`config.mk`:
```
export PLATFORM = sky130hd
export DESIGN_NAME = uart_rx_channel
export DESIGN_NICKNAME = d
export VERILOG_FILES = /design/src/verilog/uart_rx_pkg.sv /design/src/verilog/uart_rx_channel.sv
export VERILOG_INCLUDE_DIRS = /design/src /design/src/include
export SDC_FILE = /design/constraint.sdc
export NUM_CORES = 1
export LEC_CHECK = 0
export ABC_AREA = 1
export BUFFER_PORTS_ARGS = -buffer_cell sky130_fd_sc_hd__buf_2
export CORE_ASPECT_RATIO = 2
export CORE_MARGIN = 2
export CORE_UTILIZATION = 40
export CTS_BUF_LIST = sky130_fd_sc_hd__clkbuf_8
export DETAILED_ROUTE_END_ITERATION = 7
export GPL_TIMING_DRIVEN = 0
export PLACE_DENSITY_LB_ADDON = 0.15
export SLEW_MARGIN = 0
export SYNTH_ARGS = -nofsm -noshare
export SYNTH_HDL_FRONTEND = slang
export SYNTH_SLANG_ARGS = --single-unit
export TNS_END_PERCENT = 1
```
`constraint.sdc`:
```
create_clock -name i_sys_clk -period 2.6 [get_ports i_sys_clk]
set_clock_uncertainty 0.15 [all_clocks]
set_input_delay 0.13 -clock i_sys_clk [delete_from_list [all_inputs] [get_ports i_sys_clk]]
set_output_delay 0.13 -clock i_sys_clk [all_outputs]
set_load 0.02 [all_outputs]
```
`src/include/uart_rx_params.svh`:
```
`ifndef UART_RX_PARAMS_SVH
`define UART_RX_PARAMS_SVH

// Number of receive channels
`define UART_CHANNELS 4

// Ticks per serial bit
// Fixed ratio, the channel counters rely on it
`define UART_OVERSAMPLE 16

// System clocks per oversample tick
// 4 gives 64 clocks per bit
`define UART_TICK_DIV 4

`endif

```
`src/verilog/uart_rx_pkg.sv`:
```
package uart_rx_pkg;

	//////////////////////////////////////////////////
	// Build-time options
	//////////////////////////////////////////////////

	// Rule for the bit that follows the eight data bits
	typedef enum logic [1:0] {
		PARITY_NONE = 2'd0,
		PARITY_ODD  = 2'd1,
		PARITY_EVEN = 2'd2
	} parity_mode_e;

	// Receiver FSM states
	typedef enum logic [1:0] {
		RX_IDLE  = 2'd0,
		RX_START = 2'd1,
		RX_DATA  = 2'd2,
		RX_STOP  = 2'd3
	} rx_state_e;

	//////////////////////////////////////////////////
	// Data carried between blocks
	//////////////////////////////////////////////////

	// One received character and its status flags
	typedef struct packed {
		logic [7:0] data;
		logic       parity_err;
		logic       frame_err;
	} rx_frame_t;

	// Collector output word, tagged with its source channel
	typedef struct packed {
		logic [1:0] channel;
		rx_frame_t  frame;
	} rx_word_t;

endpackage

```
`src/verilog/uart_rx_channel.sv`:
```
`timescale 1ns/100ps

`include "uart_rx_params.svh"

module uart_rx_channel #(
	parameter uart_rx_pkg::parity_mode_e PARITY_MODE = uart_rx_pkg::PARITY_NONE
) (
	input  logic                   i_sys_clk,
	input  logic                   i_reset_n,
	input  logic                   i_tick,
	input  logic                   i_rx_line,
	output uart_rx_pkg::rx_frame_t o_frame,
	output logic                   o_busy,
	output logic                   o_done
);

	import uart_rx_pkg::*;

	localparam int OVERSAMPLE = `UART_OVERSAMPLE;
	localparam int CNT_W      = $clog2(OVERSAMPLE);
	// Data bits plus the optional parity bit
	localparam int RX_BITS    = (PARITY_MODE == PARITY_NONE) ? 8 : 9;

	logic [1:0]         sync_ff;
	logic [1:0]         line_hist;
	rx_state_e          state;
	rx_state_e          state_nxt;
	logic [CNT_W-1:0]   tick_cnt;
	logic [CNT_W-1:0]   high_cnt;
	logic [CNT_W:0]     high_sum;
	logic [3:0]         bit_cnt;
	logic [RX_BITS-1:0] shreg;
	logic               start_edge;
	logic               start_end;
	logic               bit_end;
	logic               last_bit;
	logic               bit_val;
	logic [7:0]         rx_data;
	logic               rx_par;
	logic               parity_err;
	logic               busy_q;

	//////////////////////////////////////////////////
	// Line input
	//////////////////////////////////////////////////

	// Two-flop synchronizer
	// Idle line is high
	always_ff @(posedge i_sys_clk or negedge i_reset_n) begin
		if (!i_reset_n) begin
			sync_ff <= 2'b11;
		end else begin
			sync_ff <= {sync_ff[0], i_rx_line};
		end
	end

	// Line history taken once per tick
	// Bit 0 is the newest sample
	always_ff @(posedge i_sys_clk or negedge i_reset_n) begin
		if (!i_reset_n) begin
			line_hist <= 2'b11;
		end else if (i_tick) begin
			line_hist <= {line_hist[0], sync_ff[1]};
		end
	end

	assign start_edge = (line_hist == 2'b10);
	// Start state covers one tick less than a bit
	assign start_end  = (tick_cnt == CNT_W'(OVERSAMPLE - 2));
	assign bit_end    = (tick_cnt == CNT_W'(OVERSAMPLE - 1));
	assign last_bit   = (bit_cnt == 4'(RX_BITS - 1));

	// Majority over all samples of the bit
	// Current sample included
	assign high_sum = {1'b0, high_cnt} + (CNT_W + 1)'(line_hist[0]);
	assign bit_val  = (high_sum > (CNT_W + 1)'(OVERSAMPLE / 2));

	//////////////////////////////////////////////////
	// Receiver FSM
	//////////////////////////////////////////////////

	always_comb begin
		state_nxt = state;
		case (state)
			RX_IDLE: begin
				if (start_edge) begin
					state_nxt = RX_START;
				end
			end
			RX_START: begin
				if (start_end) begin
					state_nxt = RX_DATA;
				end
			end
			RX_DATA: begin
				if (bit_end && last_bit) begin
					state_nxt = RX_STOP;
				end
			end
			default: begin
				// Stop lasts a single tick
				state_nxt = RX_IDLE;
			end
		endcase
	end

	always_ff @(posedge i_sys_clk or negedge i_reset_n) begin
		if (!i_reset_n) begin
			state <= RX_IDLE;
		end else if (i_tick) begin
			state <= state_nxt;
		end
	end

	// Tick, sample and bit counters
	always_ff @(posedge i_sys_clk or negedge i_reset_n) begin
		if (!i_reset_n) begin
			tick_cnt <= '0;
			high_cnt <= '0;
			bit_cnt  <= '0;
		end else if (i_tick) begin
			case (state)
				RX_START: begin
					tick_cnt <= start_end ? '0 : tick_cnt + 1'b1;
				end
				RX_DATA: begin
					if (bit_end) begin
						tick_cnt <= '0;
						high_cnt <= '0;
						bit_cnt  <= bit_cnt + 1'b1;
					end else begin
						tick_cnt <= tick_cnt + 1'b1;
						high_cnt <= high_cnt + CNT_W'(line_hist[0]);
					end
				end
				default: begin
					tick_cnt <= '0;
					high_cnt <= '0;
					bit_cnt  <= '0;
				end
			endcase
		end
	end

	// LSB first
	// Each voted bit enters at the top
	always_ff @(posedge i_sys_clk) begin
		if (i_tick && state == RX_DATA && bit_end) begin
			shreg <= {bit_val, shreg[RX_BITS-1:1]};
		end
	end

	//////////////////////////////////////////////////
	// Frame checks and outputs
	//////////////////////////////////////////////////

	assign rx_data = shreg[7:0];
	// Parity bit lands last
	// Unused without parity
	assign rx_par  = shreg[RX_BITS-1];

	always_comb begin
		case (PARITY_MODE)
			PARITY_ODD:  parity_err = ~(^rx_data ^ rx_par);
			PARITY_EVEN: parity_err = ^rx_data ^ rx_par;
			default:     parity_err = 1'b0;
		endcase
	end

	always_ff @(posedge i_sys_clk or negedge i_reset_n) begin
		if (!i_reset_n) begin
			o_frame <= '0;
			o_busy  <= 1'b0;
		end else if (i_tick) begin
			if (state == RX_IDLE && start_edge) begin
				o_busy <= 1'b1;
			end else if (state == RX_STOP) begin
				// Stop level low means a framing error
				o_frame.data       <= rx_data;
				o_frame.parity_err <= parity_err;
				o_frame.frame_err  <= ~line_hist[0];
				o_busy             <= 1'b0;
			end
		end
	end

	// Falling edge of busy marks the end of a frame
	always_ff @(posedge i_sys_clk or negedge i_reset_n) begin
		if (!i_reset_n) begin
			busy_q <= 1'b0;
		end else begin
			busy_q <= o_busy;
		end
	end

	assign o_done = busy_q & ~o_busy;

	// Done only on the clock after the single stop tick
	// Stop is one tick long so done is a one-clock pulse
	a_done_pulse: assert property (@(posedge i_sys_clk) disable iff (!i_reset_n)
		o_done == $past(state == RX_STOP && i_tick));

	// FSM only moves on a tick clock
	a_state_on_tick: assert property (@(posedge i_sys_clk) disable iff (!i_reset_n)
		!i_tick |=> $stable(state));

endmodule

```
### After elaboration in Yosys (flattened, before gate mapping)

Index checks and enable logic that the tools add are counted.

| operators by class | value |
|---|---|
| bitwise gates (word level) | 5 |
| $lt $le $gt $ge | 1 |
| eq/ne operators | 11 |
| reduce and logical (&&, ||, !) cells | 11 |
| $add $sub $neg | 4 |
| muxes and demuxes | 13 |

Operators with widths:

| kind | number |
|---|---|
| 4-bit case mux with 2 select lines | 3 |
| 4-bit 2-to-1 mux | 4 |
| 4-bit by 1-bit adder with 4-bit output, second input constant | 2 |
| 4-bit == test, second input constant | 2 |
| 2-bit != test, second input constant | 4 |
| 2-bit == test, second input constant | 3 |
| 2-bit 2-to-1 mux | 3 |
| 2-bit case mux with 3 select lines | 1 |
| 3-bit AND reduction | 2 |
| 4-bit by 1-bit adder with 5-bit output | 1 |
| 5-bit by 4-bit > comparator with 1-bit output, second input constant | 1 |
| 4-bit by 1-bit adder with 4-bit output | 1 |
| 4-bit by 3-bit == test with 1-bit output, second input constant | 1 |
| 1-bit logical AND | 4 |
| 1-bit NOT | 4 |
| 2-bit AND reduction | 2 |
| 4-bit AND reduction | 1 |
| 2-bit by 1-bit == test with 1-bit output, second input constant | 1 |
| 2-bit zero test | 1 |
| 1-bit 2-to-1 mux | 2 |
| 2-bit nonzero test | 1 |
| 1-bit bitwise AND | 1 |

| word-level totals | value |
|---|---|
| register bits | 37 |
| word-level logic and storage cells | 56 |
| output and inout bits | 12 |

### Depth between registers and ports, before layout

| depth | value |
|---|---|
| depth in word-level cells | 4 |
| mapped depth | 8 |

### Worst setup path before layout

No wires, ideal clock.

| timing | value |
|---|---|
| kind | register -> register |
| start | register state[0] |
| end | register shreg[0], in the netlist rx_data[0], enable pin |
| data required time | 2067 ps |
| path buffers | 0 |
| library setup time | 383 ps |
| setup slack | 579 ps |
| cell stages (with the launch flop) | 5 |
| arrival | 1488 ps |
| period minus slack after synthesis | 2021 ps |
| cell sequence | dfrtp_1 inv_1 ha_1 inv_1 nor3_1 |

| on the way | value |
|---|---|
| longest elaborated chain between the ends | 3 |

Ends and longest elaborated chain:

| what | RTL line | text |
|---|---|---|
| start: declaration | uart_rx_channel.sv:26 | `rx_state_e state;` |
| start signal: assignment | uart_rx_channel.sv:111 | `state <= state_nxt;` |
| 2-bit == test | uart_rx_channel.sv:148 | `if (i_tick && state == RX_DATA && bit_end) begin` |
| 1-bit logical AND (2 in a row) | uart_rx_channel.sv:148 |  |
| end signal: assignment | uart_rx_channel.sv:149 | `shreg <= {bit_val, shreg[RX_BITS-1:1]};` |
| end: declaration | uart_rx_channel.sv:32 | `logic [RX_BITS-1:0] shreg;` |

Every way passes these cells.
A chain may end at the register's enable or synchronous reset.

### Worst setup path after layout

| timing | value |
|---|---|
| start | register state[0] |
| end | register shreg[1], in the netlist rx_data[1], enable pin |

Same word-level chain as after synthesis.

==> results.sh <==
export IMPL_endpoint_kind="flip-flop"
export IMPL_die_h_microns=96.6
export IMPL_final_area_sq_mm=0.00199
export IMPL_syn_nets=187
export IMPL_seq_area_frac_synth_pct=56.6
export IMPL_cp_required_ps=2360
export IMPL_cpMostUsedCell="inv_1"
export IMPL_clock_latency_ps=280
export IMPL_drt_iter0_drc=21
export IMPL_fp_coreArea_sq_mm=0.00413
export IMPL_dp_hpwl_microns=2460
export IMPL_drive_gt1_share_pct=20.2
export IMPL_routed_wl_microns=3210
export IMPL_slowest_stage="nor3_1"
export IMPL_ys_types=29
export IMPL_synthTopCellsByArea="dfrtp_1 (36%), edfxtp_1 (14%), nand2_1 (11%)"
export IMPL_cp_top_family="simple AND/OR/NAND/NOR gates"
export IMPL_finalHoldViolations=0
export IMPL_dr_pass1_iters=4
export IMPL_wl_per_cell_microns=12.9
export IMPL_synthArstFlopShare_pct=78.4
export IMPL_clk_pin_slew_ps=70
export IMPL_portBuffers=13
export IMPL_post_route_drc_count=0
export IMPL_fin_crit_sh_pct=91.2
export IMPL_synth_main_ff_cell="dfrtp_1"
export IMPL_grt_overflow=0
export IMPL_yosysTopAreaCell="dfrtp_1"
export IMPL_ir_drop_mv=0.509
export IMPL_rows=33
export IMPL_vias=1223
export IMPL_gp_congestion=0.745
export IMPL_hold_class="flip-flop to flip-flop"
export IMPL_synthCells=174
export IMPL_crit_chain="inv_1 > ha_1 > inv_1 > nor3_1"
export IMPL_antenna_found_initial=0
export IMPL_cpPeakStageDelay_ps=880
export IMPL_syn_to_final_growth_pct=15.7
export IMPL_status="complete, no violations"
export IMPL_cap_violations=0
export IMPL_slew_violations=0
export IMPL_worst_slew_margin_rel_pct=27.6
export IMPL_dieWidth_microns=50.3
export IMPL_final_setup_tns_ps=0
export IMPL_nNetsFinal=210
export IMPL_critPathMaxFanout=8
export IMPL_track_usage_pct=15.5
export IMPL_cts_tree="yes"
export IMPL_fmax_mhz=422
export IMPL_cts_sinks=37
export IMPL_viasPerCell=4.89
export IMPL_crit_type="flip-flop to flip-flop"
export IMPL_cts_buffers=5
export IMPL_start_kind="flip-flop"
export IMPL_post_cts_setup_buffers=0
export IMPL_synthesis_area_sq_mm=0.00172
export IMPL_synth_warnings=0
export IMPL_p_per_area_mw_per_mm2=969
export IMPL_grt_pass1_wl_microns=5780
export IMPL_ctsResizeCount=0
export IMPL_ctsHoldBuffers=3
export IMPL_ys_ff_latch=37
export IMPL_die_area_sq_mm=0.00486
export IMPL_n_antenna_cell=0
export IMPL_min_period_ps=2370
export IMPL_ioPinCount=16
export IMPL_htree_levels=2
export IMPL_leakagePower_uw=0.000963
export IMPL_rsz0062_at_grt="false"
export IMPL_worstMarginPinSlew_ps=1080
export IMPL_crit_buf_inv=2
export IMPL_setup_viol=0
export IMPL_final_antenna_net_count=0
export IMPL_synth_area_per_cell_sq_um=9.87
export IMPL_first_global_vias=1324
export IMPL_cts_root_buf="clkbuf_8"
export IMPL_start_util_pct=41.6
export IMPL_synth_edff_count=8
export IMPL_grt_max_degree=30
export IMPL_cts_buffer_depth=2
export IMPL_cp_arrival_ps=2130
export IMPL_synth_top_area_share_pct=36.4
export IMPL_dpl_cell_area_sq_mm=0.00185
[layer usage]
metal  track usage, %  wire length [microns]  vias to the layer above
li1                 -                      -                      610
met1             15.7                   1220                      587
met2             28.6                   1830                       20
met3             3.40                     90                        6
met4             7.28                     76                        0
met5                0                      0                        -
[final cells by class]
cell class                 count  area (sq um)
fill                         405          2140
sequential                    37           971
multi-input combinational    119           662
timing repair buffer          16          95.1
clock buffer                   5          68.8
inverter                      16          65.1
tap                           52          65.1
clock inverter                 3          41.3
buffer                         2          18.8
[cell families (layout without fill, tap and decap cells)]
family          count (synthesis)  after routing  share of synthesized area (%)
simple gates                   87             87                           23.8
flops                          37             37                           56.6
compound gates                 18             18                           5.90
buf+inv                        18             42                           4.88
fa+ha+maj                       9              9                           6.56
xor+xnor                        4              4                           2.04
other cells                     1              1                          0.218
[placed cells by master, fill, tap and decap left out, drive strengths merged]
cell type / instances
nand4: 1
xnor2: 2
dfrtp: 25
xor2: 2
dlygate4sd3: 3
o21ai: 13
o21bai: 2
edfxtp: 8
nor3: 1
clkbuf: 5
nand3: 23
inv: 15
a21boi: 1
nand2: 56
conb: 1
buf: 15
clkinv: 2
nor2: 6
bufinv: 1
dfstp: 4
ha: 9
clkinvlp: 1
a21oi: 2
[path summary, 6_finish.rpt]
check	end	slack, ps	from	cells past startpoint
worst max-delay path	rx_data[1]	230	state[0]	4
worst min-delay path	sync_ff[1]	210	sync_ff[0]	0
worst max register to register	rx_data[1]	230	state[0]	4
worst min register to register	sync_ff[1]	210	sync_ff[0]	0
max in group asynchronous	bit_cnt[0]	1610	i_reset_n	2
min in group asynchronous	o_frame[8]	260	i_reset_n	2
[cells in the mapped netlist, types with 2 or more instances]
cell	instances
nand2_1	50
dfrtp_1	25
nand3_1	21
inv_1	12
ha_1	9
o21ai_1	9
edfxtp_1	8
dfstp_2	4
nor2_1	4
nand2_2	3
nand2_4	3
o21ai_0	3
a21oi_1	2
inv_4	2
nand3_2	2
o21bai_1	2
xnor2_1	2
xor2_1	2
[stage by stage]
step                      util, %  hold slack, ps  setup slack, ps  total power, uW  cells
final                        48.1             209              228             1920    250
after global routing         48.1             216             84.3             2070    250
after CTS                    48.1             210              182             1960    250
after detailed placement     44.7            54.9             90.0             1460    239
after global placement       44.7            32.5              290             1430    239
after floorplan                 -            -316              579             1260    174
[sequential cells by signal (all words and copies together), names as in the netlist]
name       count
tick_cnt       4
o_frame        9
o_busy         1
busy_q         1
line_hist      2
state          2
sync_ff        2
rx_data        8
bit_cnt        4
high_cnt       4
[report_power, final]
group          switching [uW]  internal, uW
logic                     435           227
registers                70.5           708
clock network             202           282
total                     707          1220
(Power assumes the default switching activity.)
